File: src/rtl/dma_pkg.sv
// shared widths, limits, AXI codes and write channel state codes for the DMA write path
package dma_pkg;

    localparam int ADDR_W = 32;
    localparam int DATA_W = 32;
    localparam int LEN_W = 8;
    localparam int CNT_W = 12;

    // split rule and buffering
    localparam logic [CNT_W-1:0] BURST_MAX = CNT_W'(8);
    localparam int FIFO_AW = 4;
    localparam logic [FIFO_AW:0] FIFO_DEPTH = {1'b1, {FIFO_AW{1'b0}}};
    localparam logic [ADDR_W-1:0] BYTES_PER_BEAT = ADDR_W'(4);

    // AXI encodings
    localparam logic [2:0] AXI_SIZE_4B = 3'b010;
    localparam logic [1:0] AXI_BURST_INCR = 2'b01;
    localparam logic [1:0] AXI_RESP_OKAY = 2'b00;

    // write channel FSM
    localparam logic [2:0] WCH_IDLE = 3'd0;
    localparam logic [2:0] WCH_ADDR = 3'd1;
    localparam logic [2:0] WCH_DATA = 3'd2;
    localparam logic [2:0] WCH_RESP = 3'd3;
    localparam logic [2:0] WCH_DONE = 3'd4;

endpackage
File: src/rtl/dma_write_top.sv
// DMA write engine top, producer FIFO and command in, AXI write master out
`timescale 1ns/1ps

module dma_write_top (
    input  logic                        clk,
    input  logic                        rst_n,
    input  logic                        in_valid,
    input  logic [dma_pkg::DATA_W-1:0]  in_data,
    output logic                        in_full,
    input  logic                        cmd_start,
    input  logic [dma_pkg::ADDR_W-1:0]  cmd_addr,
    input  logic [dma_pkg::CNT_W-1:0]   cmd_words,
    output logic                        busy,
    output logic                        xfer_done,
    output logic                        xfer_err,
    output logic [dma_pkg::ADDR_W-1:0]  aw_addr,
    output logic                        aw_valid,
    output logic [dma_pkg::LEN_W-1:0]   aw_len,
    output logic [2:0]                  aw_size,
    output logic [1:0]                  aw_burst,
    input  logic                        aw_ready,
    output logic                        w_valid,
    output logic [dma_pkg::DATA_W-1:0]  w_data,
    output logic                        w_last,
    input  logic                        w_ready,
    output logic                        b_ready,
    input  logic                        b_valid,
    input  logic [1:0]                  b_resp
);

    logic [dma_pkg::DATA_W-1:0] fifo_rdata;
    logic                       fifo_empty;
    logic                       fifo_pull;
    logic                       burst_start;
    logic [dma_pkg::ADDR_W-1:0] burst_addr;
    logic [dma_pkg::LEN_W-1:0]  burst_len;
    logic                       burst_done;
    logic                       burst_err;

    beat_fifo u_fifo (
        .clk       (clk),
        .rst_n     (rst_n),
        .push      (in_valid),
        .push_data (in_data),
        .pop       (fifo_pull),
        .pop_data  (fifo_rdata),
        .empty     (fifo_empty),
        .full      (in_full)
    );

    dma_write_ctrl u_ctrl (
        .clk         (clk),
        .rst_n       (rst_n),
        .cmd_start   (cmd_start),
        .cmd_addr    (cmd_addr),
        .cmd_words   (cmd_words),
        .burst_done  (burst_done),
        .burst_err   (burst_err),
        .burst_start (burst_start),
        .burst_addr  (burst_addr),
        .burst_len   (burst_len),
        .busy        (busy),
        .xfer_done   (xfer_done),
        .xfer_err    (xfer_err)
    );

    axi_master_write_channel u_wch (
        .clk                    (clk),
        .rst_n                  (rst_n),
        .start                  (burst_start),
        .target_write_addr      (burst_addr),
        .target_write_burst_len (burst_len),
        .fifo_rdata             (fifo_rdata),
        .fifo_empty             (fifo_empty),
        .fifo_pull              (fifo_pull),
        .done                   (burst_done),
        .resp_err               (burst_err),
        .aw_addr                (aw_addr),
        .aw_valid               (aw_valid),
        .aw_len                 (aw_len),
        .aw_size                (aw_size),
        .aw_burst               (aw_burst),
        .aw_ready               (aw_ready),
        .w_valid                (w_valid),
        .w_data                 (w_data),
        .w_last                 (w_last),
        .w_ready                (w_ready),
        .b_ready                (b_ready),
        .b_valid                (b_valid),
        .b_resp                 (b_resp)
    );

endmodule

File: src/rtl/dma_write_ctrl.sv
// splits a DMA write command into bursts and tracks completion and error status
`timescale 1ns/1ps

module dma_write_ctrl (
    input  logic                        clk,
    input  logic                        rst_n,
    input  logic                        cmd_start,
    input  logic [dma_pkg::ADDR_W-1:0]  cmd_addr,
    input  logic [dma_pkg::CNT_W-1:0]   cmd_words,
    input  logic                        burst_done,
    input  logic                        burst_err,
    output logic                        burst_start,
    output logic [dma_pkg::ADDR_W-1:0]  burst_addr,
    output logic [dma_pkg::LEN_W-1:0]   burst_len,
    output logic                        busy,
    output logic                        xfer_done,
    output logic                        xfer_err
);

    logic [dma_pkg::CNT_W-1:0]  remaining;
    logic [dma_pkg::CNT_W-1:0]  cur_beats;
    logic [dma_pkg::CNT_W-1:0]  left_after;
    logic [dma_pkg::ADDR_W-1:0] next_addr;
    logic [dma_pkg::ADDR_W-1:0] step_bytes;
    logic                       accept;
    logic                       finish;

    assign accept = cmd_start && !busy;
    assign finish = busy && burst_done;

    // current burst is min(BURST_MAX, remaining)
    assign cur_beats = (remaining > dma_pkg::BURST_MAX) ? dma_pkg::BURST_MAX : remaining;
    assign left_after = remaining - cur_beats;
    assign step_bytes = {{(dma_pkg::ADDR_W - dma_pkg::CNT_W){1'b0}}, cur_beats}
                        * dma_pkg::BYTES_PER_BEAT;

    assign burst_addr = next_addr;
    assign burst_len = cur_beats[dma_pkg::LEN_W-1:0] - 1'b1;

    always_ff @(posedge clk) begin
        if (!rst_n) begin
            busy <= 1'b0;
            burst_start <= 1'b0;
            xfer_done <= 1'b0;
            xfer_err <= 1'b0;
            remaining <= '0;
        end else begin
            burst_start <= 1'b0;
            xfer_done <= 1'b0;
            if (accept) begin
                busy <= 1'b1;
                burst_start <= 1'b1;
                xfer_err <= 1'b0;
                remaining <= cmd_words;
            end else if (finish) begin
                remaining <= left_after;
                // sticky until the next command
                if (burst_err) begin
                    xfer_err <= 1'b1;
                end
                if (left_after == '0) begin
                    busy <= 1'b0;
                    xfer_done <= 1'b1;
                end else begin
                    burst_start <= 1'b1;
                end
            end
        end
    end

    always_ff @(posedge clk) begin
        if (accept) begin
            next_addr <= cmd_addr;
        end else if (finish) begin
            next_addr <= next_addr + step_bytes;
        end
    end

endmodule

File: src/rtl/axi_master_write_channel.sv
// AXI write master for one INCR burst at a time, W data taken from the beat FIFO
`timescale 1ns/1ps

module axi_master_write_channel (
    input  logic                        clk,
    input  logic                        rst_n,
    input  logic                        start,
    input  logic [dma_pkg::ADDR_W-1:0]  target_write_addr,
    input  logic [dma_pkg::LEN_W-1:0]   target_write_burst_len,
    input  logic [dma_pkg::DATA_W-1:0]  fifo_rdata,
    input  logic                        fifo_empty,
    output logic                        fifo_pull,
    output logic                        done,
    output logic                        resp_err,
    output logic [dma_pkg::ADDR_W-1:0]  aw_addr,
    output logic                        aw_valid,
    output logic [dma_pkg::LEN_W-1:0]   aw_len,
    output logic [2:0]                  aw_size,
    output logic [1:0]                  aw_burst,
    input  logic                        aw_ready,
    output logic                        w_valid,
    output logic [dma_pkg::DATA_W-1:0]  w_data,
    output logic                        w_last,
    input  logic                        w_ready,
    output logic                        b_ready,
    input  logic                        b_valid,
    input  logic [1:0]                  b_resp
);

    logic [2:0]                 state;
    logic [2:0]                 n_state;
    logic [dma_pkg::ADDR_W-1:0] addr_q;
    logic [dma_pkg::LEN_W-1:0]  len_q;
    logic [dma_pkg::LEN_W-1:0]  snd_cnt;
    logic                       err_q;
    logic                       aw_fire;
    logic                       w_fire;
    logic                       b_fire;

    assign aw_fire = aw_valid && aw_ready;
    assign w_fire = w_valid && w_ready;
    assign b_fire = b_valid && b_ready;

    // AW channel, fixed size and burst type
    assign aw_valid = (state == dma_pkg::WCH_ADDR);
    assign aw_addr = addr_q;
    assign aw_len = len_q;
    assign aw_size = dma_pkg::AXI_SIZE_4B;
    assign aw_burst = dma_pkg::AXI_BURST_INCR;

    // W beats straight off the FIFO head
    assign w_valid = (state == dma_pkg::WCH_DATA) && !fifo_empty;
    assign w_data = fifo_rdata;
    assign w_last = (state == dma_pkg::WCH_DATA) && (snd_cnt == len_q);
    assign fifo_pull = w_fire;

    assign b_ready = (state == dma_pkg::WCH_RESP);
    assign done = (state == dma_pkg::WCH_DONE);
    assign resp_err = done && err_q;

    always_comb begin
        n_state = state;
        case (state)
            dma_pkg::WCH_IDLE: begin
                if (start) begin
                    n_state = dma_pkg::WCH_ADDR;
                end
            end
            dma_pkg::WCH_ADDR: begin
                if (aw_fire) begin
                    n_state = dma_pkg::WCH_DATA;
                end
            end
            dma_pkg::WCH_DATA: begin
                if (w_fire && w_last) begin
                    n_state = dma_pkg::WCH_RESP;
                end
            end
            // any response code closes the burst
            dma_pkg::WCH_RESP: begin
                if (b_fire) begin
                    n_state = dma_pkg::WCH_DONE;
                end
            end
            default: n_state = dma_pkg::WCH_IDLE;
        endcase
    end

    always_ff @(posedge clk) begin
        if (!rst_n) begin
            state <= dma_pkg::WCH_IDLE;
            snd_cnt <= '0;
            err_q <= 1'b0;
        end else begin
            state <= n_state;
            if (state == dma_pkg::WCH_IDLE) begin
                snd_cnt <= '0;
            end else if (w_fire) begin
                snd_cnt <= snd_cnt + 1'b1;
            end
            if (b_fire) begin
                err_q <= (b_resp != dma_pkg::AXI_RESP_OKAY);
            end
        end
    end

    // burst parameters captured on start
    always_ff @(posedge clk) begin
        if (state == dma_pkg::WCH_IDLE && start) begin
            addr_q <= target_write_addr;
            len_q <= target_write_burst_len;
        end
    end

endmodule

File: src/rtl/beat_fifo.sv
// single-clock first-word-fall-through FIFO buffering producer words until W beats take them
`timescale 1ns/1ps

module beat_fifo (
    input  logic                        clk,
    input  logic                        rst_n,
    input  logic                        push,
    input  logic [dma_pkg::DATA_W-1:0]  push_data,
    input  logic                        pop,
    output logic [dma_pkg::DATA_W-1:0]  pop_data,
    output logic                        empty,
    output logic                        full
);

    logic [dma_pkg::DATA_W-1:0]  mem [0:dma_pkg::FIFO_DEPTH-1];
    logic [dma_pkg::FIFO_AW-1:0] wr_ptr;
    logic [dma_pkg::FIFO_AW-1:0] rd_ptr;
    logic [dma_pkg::FIFO_AW:0]   count;
    logic                        do_push;
    logic                        do_pop;

    // overflow and underflow requests are dropped
    assign do_push = push && !full;
    assign do_pop = pop && !empty;

    assign empty = (count == '0);
    assign full = (count == dma_pkg::FIFO_DEPTH);
    assign pop_data = mem[rd_ptr];

    always_ff @(posedge clk) begin
        if (do_push) begin
            mem[wr_ptr] <= push_data;
        end
    end

    always_ff @(posedge clk) begin
        if (!rst_n) begin
            wr_ptr <= '0;
            rd_ptr <= '0;
            count <= '0;
        end else begin
            if (do_push) begin
                wr_ptr <= wr_ptr + 1'b1;
            end
            if (do_pop) begin
                rd_ptr <= rd_ptr + 1'b1;
            end
            case ({do_push, do_pop})
                2'b10:   count <= count + 1'b1;
                2'b01:   count <= count - 1'b1;
                default: count <= count;
            endcase
        end
    end

endmodule

File: config.mk
export PLATFORM = sky130hd
export DESIGN_NAME = dma_write_top
export DESIGN_NICKNAME = d
export VERILOG_FILES = /design/src/rtl/dma_pkg.sv /design/src/rtl/dma_write_top.sv /design/src/rtl/dma_write_ctrl.sv /design/src/rtl/axi_master_write_channel.sv /design/src/rtl/beat_fifo.sv
export SDC_FILE = /design/constraint.sdc
export NUM_CORES = 1
export LEC_CHECK = 0
export BUFFER_PORTS_ARGS = -buffer_cell sky130_fd_sc_hd__buf_2
export CORE_ASPECT_RATIO = 1.75
export CORE_UTILIZATION = 45
export CTS_BUF_LIST = sky130_fd_sc_hd__clkbuf_16
export DETAILED_ROUTE_END_ITERATION = 8
export PLACE_DENSITY_LB_ADDON = 0.05
export SETUP_SLACK_MARGIN = 0.1
export SLEW_MARGIN = 20
export SYNTH_ARGS = -nofsm -noshare
export SYNTH_HDL_FRONTEND = slang
export SYNTH_HIERARCHICAL = 1
export SYNTH_SLANG_ARGS = --single-unit
File: constraint.sdc
create_clock -name clk -period 10.1 [get_ports clk]
set_clock_uncertainty 0.1 [all_clocks]
set_input_delay 1.515 -clock clk [delete_from_list [all_inputs] [get_ports clk]]
set_output_delay 1.515 -clock clk [all_outputs]
set_load 0.05 [all_outputs]
# Word level (Yosys, flattened, before mapping)
# Memories as Yosys holds them, arrays and structs flattened. A register that Yosys moved wholly into a read port is not among the register bits.
# Index checks and enable logic that the tools add are counted.
# totals
register_bits	113
ram_bits	512
memories	1
out_inout_bits	85
# op_classes
n_lt_le_gt_ge	1
add_sub_neg	8
eq_ne	12
n_mux	22
n_bitwise	2
n_reduce_logical	28
# memory_table
memory	words	word_bits	rd	rd_ports_with_merged_regs	wr	line_no	text
u_fifo.mem	16	32	1	1	1	beat_fifo.sv:15	logic [dma_pkg::DATA_W-1:0] mem [0:dma_pkg::FIFO_DEPTH-1];
# ops
op	n
2-to-1 mux 32 bit	2
2-to-1 mux 12 bit	3
adder 32 x 14 -> 32 bit	1
greater-than comparator 12 x 4 -> 1 bit, second input constant	1
logical AND 1 bit	12
logical NOT 12 bit	1
2-to-1 mux 3 bit	4
case mux 3 bit (4 select lines)	1
subtractor 12 bit	1
case mux 5 bit (2 select lines)	1
2-to-1 mux 1 bit	9
adder 4 x 1 -> 4 bit, second input constant	2
adder 8 x 1 -> 8 bit, second input constant	1
== test 8 bit	1
2-to-1 mux 4 bit	2
!= test 2 bit, second input constant	4
nonzero test 2 bit	4
subtractor 8 x 1 -> 8 bit, second input constant	1
== test 3 x 2 -> 1 bit, second input constant	2
adder 5 x 1 -> 5 bit, second input constant	1
== test 5 bit, second input constant	1
logical NOT 5 bit	1
subtractor 5 x 1 -> 5 bit, second input constant	1
AND reduction 2 bit	2
10 further kinds	14

# Logic depth before layout (Yosys ltp)
# Gate-level depths: netlist of run 1.
# logic_depth
depth_word	7
depth_mapped	17
depth_no_buf	13

# Hierarchy
# Netlist of run 1, hierarchy kept.
# modules_own_cells
mod	area_per_inst_um2	seq_area_each_um2	n_inst	cells_each
beat_fifo	20103.0	15715.1	1	911
dma_write_ctrl	3258.1	1281.2	1	369
axi_master_write_channel	2262.2	1441.4	1	170

# Worst setup path before layout of run 1
# Ideal clock, no wire load.
# synth_timing
path_type	register to register
startpoint	register u_wch.state[0]
endpoint	register u_wch.addr_q (netlist bit u_wch/aw_addr[0]) (enable)
t_required_ns	9.449
period_less_slack_ns	5.358
path_stages_with_launch	3
arrival_time_ns	4.707
setup_time_ns	0.551
n_path_buf	1
setup_slack_ns	4.742
path_cell_list	dfxtp_1 -> clkbuf_1 -> nor4b_1
# synth_between
elab_chain_len	2
# synth_lines
element	line_no	text
start: declaration	axi_master_write_channel.sv:30	logic [2:0] state;
start signal: assignment	axi_master_write_channel.sv:91	state <= dma_pkg::WCH_IDLE;
start signal: assignment	axi_master_write_channel.sv:95	state <= n_state;
logical NOT 3 bit	axi_master_write_channel.sv:109	if (state == dma_pkg::WCH_IDLE && start) begin
logical AND 1 bit	axi_master_write_channel.sv:109	
end signal: assignment	axi_master_write_channel.sv:110	addr_q <= target_write_addr;
end: declaration	axi_master_write_channel.sv:32	logic [dma_pkg::ADDR_W-1:0] addr_q;
# Every way passes these cells.
# A chain may end at the register's enable or synchronous reset.

==> impl_metrics.yaml, run 1 <==
outcome:
  status: "complete, no violations"
setup_path:
  worstPathArrival_ns: 4.06
  rrSetupSlack_ns: 5.54
  crit_path_start_kind: "register"
  critical_path_class: "reg -> out"
  reg2reg_depth: 11
  timing.rr.end: "u_ctrl/burst_addr[24]$_DFFE_PP_"
  cp.required_ns: 8.49
  worstSetupEndpointType: "output pin"
  worstReg2RegStart: "u_ctrl/remaining[7]$_SDFFE_PN0P_"
  crit_fanout: 47
final_layout:
  multi_input_area_mm2: 0.006661
  area_growth_pct: 13.29
  nets: 1711
  nFillCells: 4617
  fin_cells: 2411
  drive_gt1_share_pct: 27.07
  regArea_mm2: 0.01845
  antenna_cells: 0
min_path:
  hold_path_startpoint: "u_ctrl/burst_addr[0]$_DFFE_PP_"
  worst_hold_path.endpoint: "u_wch/aw_addr[0]$_DFFE_PP_"
  hold_path_depth: 0
  hold_class: "reg -> reg"
power_and_ir_drop:
  ir_worst_vdd_uv: 130.0
  power_mw: 5.416
  p_leak_nw: 9.548
  p_per_area_mw_per_mm2: 186.6
placement:
  preCtsSetupSlack_ns: 4.868
  portBuffers: 164
  dpl.cell_count: 2301
  hpwl_um: 32550
  place.gp.congestion: 0.7694
cts:
  clockBufferDepth: 3
  cts_resized: 0
  clockRootBuffer: "clkbuf_16"
  cts_sinks: 629
  holdBufCountCts: 0
  h-tree-depth: 2
  clk_pin_slew_ns: 0.06
  clock_latency_ns: 0.61
  cts_setup_buffers: 0
  cts_buffers: 59
  cts_tree: "built"
floorplan:
  rows: 115
  initial_core_util_pct: 45.54
  ios: 170
  core-area_mm2: 0.05626
  dieArea_mm2: 0.05794
  die_h_um: 317.7
  chipWidth_um: 182.4
yosys:
  synth_top_family_by_area: "multiplexers"
  synthTopCellsByArea: "edfxtp_1, mux4_2, dfxtp_1"
  yosysMostFrequentCell: "edfxtp_1"
  post-synth-top-area-fraction_pct: 68.44
  synth.distinct_cells: 73
  netlist_instances: 1450
  ys.flop_type: "edfxtp_1"
  avgSynthCellArea_um2: 17.67
  synthMuxAreaShare_pct: 11.72
  synth_common_cells: "edfxtp_1, mux4_2, nand2_1"
  synthAdderAreaFrac_pct: 1.201
  synth_xor_area_share_pct: 1.470
  yosys.area.top_type: "edfxtp_1"
  ys_seq_area_share_pct: 71.96
  synth_edf_count: 584
  synth-compound-area-share_pct: 5.596
  synthSimpleGateAreaFrac_pct: 5.254
  synth_seq_cells: 629
  yosysWarnings: 6
  synth.cell_area_mm2: 0.02562
  ys_async_sr_fraction_pct: 0
sta:
  setup_ws_ns: 4.428
  worstMarginPinSlew_ns: 0.9649
  max_freq_mhz: 176.3
  period_minus_slack_ns: 5.672
  slew_headroom_pct: 35.67
  setup_tns_ns: 0
  holdWs_ns: 0.3281
  fin_crit_sh_pct: 56.16
  grt_setup_unrepaired: "no"
  setup_viol_count_final: 0
  finalMaxSlewViolations: 0
  hold_viol: 0
job:
  drv_cap: 0
drt:
  vias: 13500
  drcViolationCount: 0
  wl_um: 58820
  via_per_inst: 5.597
  antenna_left: 0
  wl_per_cell_um: 24.40
  drt-pass1-iter-count: 4
  drt_iter0_markers: 777
grt:
  grt_max_degree: 54
  overflow: 0
  first_global_vias: 14420
  antenna_found_initial: 4
  track_usage_pct: 20.70
  grt_pass1_wl_um: 88640
[worst max-delay path by stage]
stage	start	to	cells after the start
floorplan	u_wch/state[0]$_SDFFE_PN0P_	u_wch/aw_addr[0]$_DFFE_PP_	2
CTS	register	w_data[17]	6
global placement	register	w_data[17]	6
finish	register	w_data[17]	6
global route	register	w_data[17]	6
detailed placement	register	w_data[17]	6
[metrics by stage]
step                area, um2  utilization, %
floorplan               25660               -
global placement        27180           48.31
detailed placement      27180           48.31
CTS                     29030           51.60
global route            29030           51.60
finish                  29030           51.60
[critical path, cell delays in order, from the launching register on]
cell and delay, ns:
dfxtp_4 0.97, buf_4 0.59, buf_4 0.66, mux4_2 0.59
a22oi_1 0.22, nand2_1 0.10, buf_2 0.22
[routing by layer]
layer	wire, um	GRT usage [%]	share of wire (%)	up-vias
met5	46	0	0.078	-
met4	1473	6.032	2.5	8
met3	2698	3.481	4.6	96
met2	31870	38.02	54	311
met1	22730	24.64	39	7028
li1	-	-	-	6052
[final cells by class]
| cell class | instances | area share, % |
|---|---|---|
| Tap cell | 760 | 3.276 |
| Timing Repair Buffer | 193 | 3.578 |
| Sequential cell | 629 | 63.54 |
| Clock buffer | 59 | 5.086 |
| Multi-Input combinational cell | 697 | 22.95 |
| Clock inverter | 51 | 1.276 |
| Inverter | 22 | 0.2931 |
[cell families (layout without fill, tap and decap cells)]
| group | after synthesis | after routing |
|---|---|---|
| adders and majority gates | 24 | 24 |
| buffers and inverters | 134 | 325 |
| other | 4 | 14 |
| muxes | 140 | 140 |
| and+or+nand+nor | 269 | 269 |
| xor gates and xnor gates | 43 | 43 |
| DFF | 629 | 629 |
| AOI/OAI and AO/OA | 207 | 207 |
[report_power, final]
group | internal [mW] | switching, mW
logic | 0.100 | 0.231
clock network | 1.19 | 0.961
registers | 2.91 | 0.0299
total | 4.19 | 1.22
[state kept, by name, indices dropped and copies added, names as in the netlist, named ones only]
| name | flops |
|---|---|
| u_ctrl/xfer_done | 1 |
| u_fifo/rd_ptr | 4 |
| u_fifo/count | 5 |
| u_wch/aw_addr | 32 |
| u_wch/err_q | 1 |
| u_ctrl/remaining | 12 |
| u_wch/aw_len | 8 |
| u_ctrl/burst_addr | 32 |
| u_fifo/wr_ptr | 4 |
| u_wch/state | 3 |
| u_ctrl/burst_start | 1 |
| u_ctrl/busy | 1 |
| u_ctrl/xfer_err | 1 |
| u_fifo/mem | 512 |
| u_wch/snd_cnt | 8 |
[layout by cell type (no fill, tap or decap), drive strengths merged, types with 7 or more instances in the layout]
cell type    n
o21ai       40
a211oi      11
clkinv      32
nand3       19
o21a         9
mux4       128
o211ai       8
o31ai        8
mux2i       11
edfxtp     584
inv         34
buf        193
nor4        10
nand2b       9
xnor2       27
conb        14
a22oi       65
nand2      108
and2         9
ha          23
xor2        16
nor3        11
clkbuf      59
dfxtp       45
nand4        7
a21oi       30
nor2        55
nor3b        8
or4          7
a21boi       8
Power figures use the tool's default switching activity.
==> run 2: changes to the inputs <==
clock period = 5.12 ns   (was 10.1 ns; I/O delays follow)
==> impl_metrics.yaml, run 2 (synthesis gave the netlist of run 1 again) <==
drt:
  wl_um: 58700
  wl_per_cell_um: 24.34
  vias: 13400
  drcViolationCount: 0
  drt-pass1-iter-count: 4
  drt_iter0_markers: 862
  via_per_inst: 5.554
  antenna_left: 0
final_layout:
  area_growth_pct: 13.32
  final_cell_mix: "edfxtp_1, buf_2, mux4_2, nand2_1, a22oi_1"
  nFillCells: 4645
  fin_cells: 2412
  largest_reg_flops: 512
  regMostFlops: "u_fifo/mem"
  drive_gt1_share_pct: 27.32
  nets: 1716
  final_util_pct: 51.61
  final_common_cell: "edfxtp_1"
  multi_input_area_mm2: 0.006670
  regArea_mm2: 0.01845
job:
  drv_cap: 0
cts:
  cts_setup_buffers: 0
  clockRootBuffer: "clkbuf_16"
  clockBufferDepth: 3
  cts_tree: "built"
  clock_latency_ns: 0.59
  h-tree-depth: 2
  cts_resized: 0
  holdBufCountCts: 0
  cts_sinks: 629
  cts_buffers: 56
  clk_pin_slew_ns: 0.07
min_path:
  worst_hold_path.endpoint: "u_ctrl/remaining[3]$_SDFFE_PN0P_"
  hold_path_depth: 2
  hold_class: "in -> reg"
  hold_path_startpoint: "cmd_words[3]"
setup_path:
  path_depth: 12
  worstPathArrival_ns: 4.28
  max_stage_delay_ns: 0.56
  critical_path_class: "reg -> reg"
  reg2reg_depth: 12
  crit_chain: "or4_4, nor4_4, and2_2, ha_1, fa_1, a211oi_1, o21ai_0, nor4b_1, buf_4, o21ai_0, xnor2_1, mux2_2"
  cp.buffers_inverters: 1
  worstReg2RegStart: "u_ctrl/remaining[7]$_SDFFE_PN0P_"
  slowest_stage: "or4_4"
  worstSetupEndpointType: "register"
  critical_path.top_delay_family: "simple AND/OR/NAND/NOR gates"
  cpMostUsedCell: "o21ai_0"
  timing.rr.end: "u_ctrl/burst_addr[24]$_DFFE_PP_"
  rrSetupSlack_ns: 1.09
  crit_path_start_kind: "register"
  cp.required_ns: 5.36
  crit_fanout: 7
sta:
  fin_crit_sh_pct: 78.75
  setup_tns_ns: 0
  grt_setup_unrepaired: "no"
  holdWs_ns: 0.3142
  slew_headroom_pct: 25.06
  period_minus_slack_ns: 4.032
  max_freq_mhz: 248.0
  worstMarginPinSlew_ns: 1.122
  setup_viol_count_final: 0
  hold_viol: 0
  finalMaxSlewViolations: 0
floorplan:
  ios: 170
  rows: 115
  initial_core_util_pct: 45.54
  die_h_um: 317.7
  chipWidth_um: 182.4
  dieArea_mm2: 0.05794
  core-area_mm2: 0.05626
grt:
  overflow: 0
  track_usage_pct: 20.74
  grt_pass1_wl_um: 88000
  grt_max_degree: 56
  first_global_vias: 14200
  antenna_found_initial: 6
placement:
  portBuffers: 164
  hpwl_um: 35470
  dpl.cell_count: 2309
  place.gp.congestion: 0.7861
power_and_ir_drop:
  p_per_area_mw_per_mm2: 360.7
  p_leak_nw: 9.557
  ir_worst_vdd_uv: 293.6
outcome:
  status: "complete, no violations"
## run 2: cell count changes in the layout (fill, tap and decap cells not counted), sizes merged
cell,change
clkinv,-9
buf,+8
inv,+4
bufinv,-3
diode,+1
## run 2: worst max-delay path by stage
stage / start / end / slack (ns)
floorplan: in_valid / u_fifo/mem[0][0]$_DFFE_PP_ / 1.26
global placement: u_ctrl/remaining[7]$_SDFFE_PN0P_ / u_ctrl/burst_addr[24]$_DFFE_PP_ / 1.11
detailed placement: u_ctrl/remaining[7]$_SDFFE_PN0P_ / u_ctrl/burst_addr[24]$_DFFE_PP_ / 1.06
CTS: u_ctrl/remaining[7]$_SDFFE_PN0P_ / u_ctrl/burst_addr[24]$_DFFE_PP_ / 1.05
global route: u_ctrl/remaining[7]$_SDFFE_PN0P_ / u_ctrl/burst_addr[24]$_DFFE_PP_ / 0.86
finish: u_ctrl/remaining[7]$_SDFFE_PN0P_ / u_ctrl/burst_addr[24]$_DFFE_PP_ / 1.09
## run 2: per-layer routing
layer  GRT usage (%)  part of all wire, %  vias up
li1                -                    -     6063
met1           24.54                   39     6943
met2           38.62                   55      302
met3           3.367                  4.2       79
met4           5.453                  2.2       10
met5               0                 0.10        -
## run 2: stage by stage
| stage | setup slack [ns] | power (mW) | area, um2 |
|---|---|---|---|
| floorplan | 1.256 | 6.361 | 25670 |
| global placement | 1.106 | 6.553 | 27300 |
| detailed placement | 1.061 | 6.566 | 27300 |
| CTS | 1.053 | 10.60 | 29030 |
| global route | 0.8620 | 10.84 | 29030 |
| finish | 1.088 | 10.47 | 29040 |
## run 2: layout make-up
| class | count | area share (%) |
|---|---|---|
| Clock inverter | 43 | 0.8877 |
| Timing Repair Buffer | 201 | 3.956 |
| Tap cell | 760 | 3.275 |
| Antenna cell | 1 | 0.008618 |
| Inverter | 22 | 0.2930 |
| Clock buffer | 59 | 5.085 |
| Sequential cell | 629 | 63.52 |
| Multi-Input combinational cell | 697 | 22.97 |
## run 2: power breakdown
group	switching, mW	total, mW	internal (mW)
combinational	0.460	0.663	0.202
clock	1.84	4.02	2.18
sequential	0.0597	5.79	5.73
total	2.36	10.5	8.11
## run 2: worst register-to-register path, stage by stage (launching register included)
cell      delay (ns)
dfxtp_1         0.37
or4_4           0.56
nor4_4          0.39
and2_2          0.23
ha_1            0.22
fa_1            0.26
a211oi_1        0.11
o21ai_0         0.54
nor4b_1         0.31
buf_4           0.19
o21ai_0         0.11
xnor2_1         0.13
mux2_2          0.25
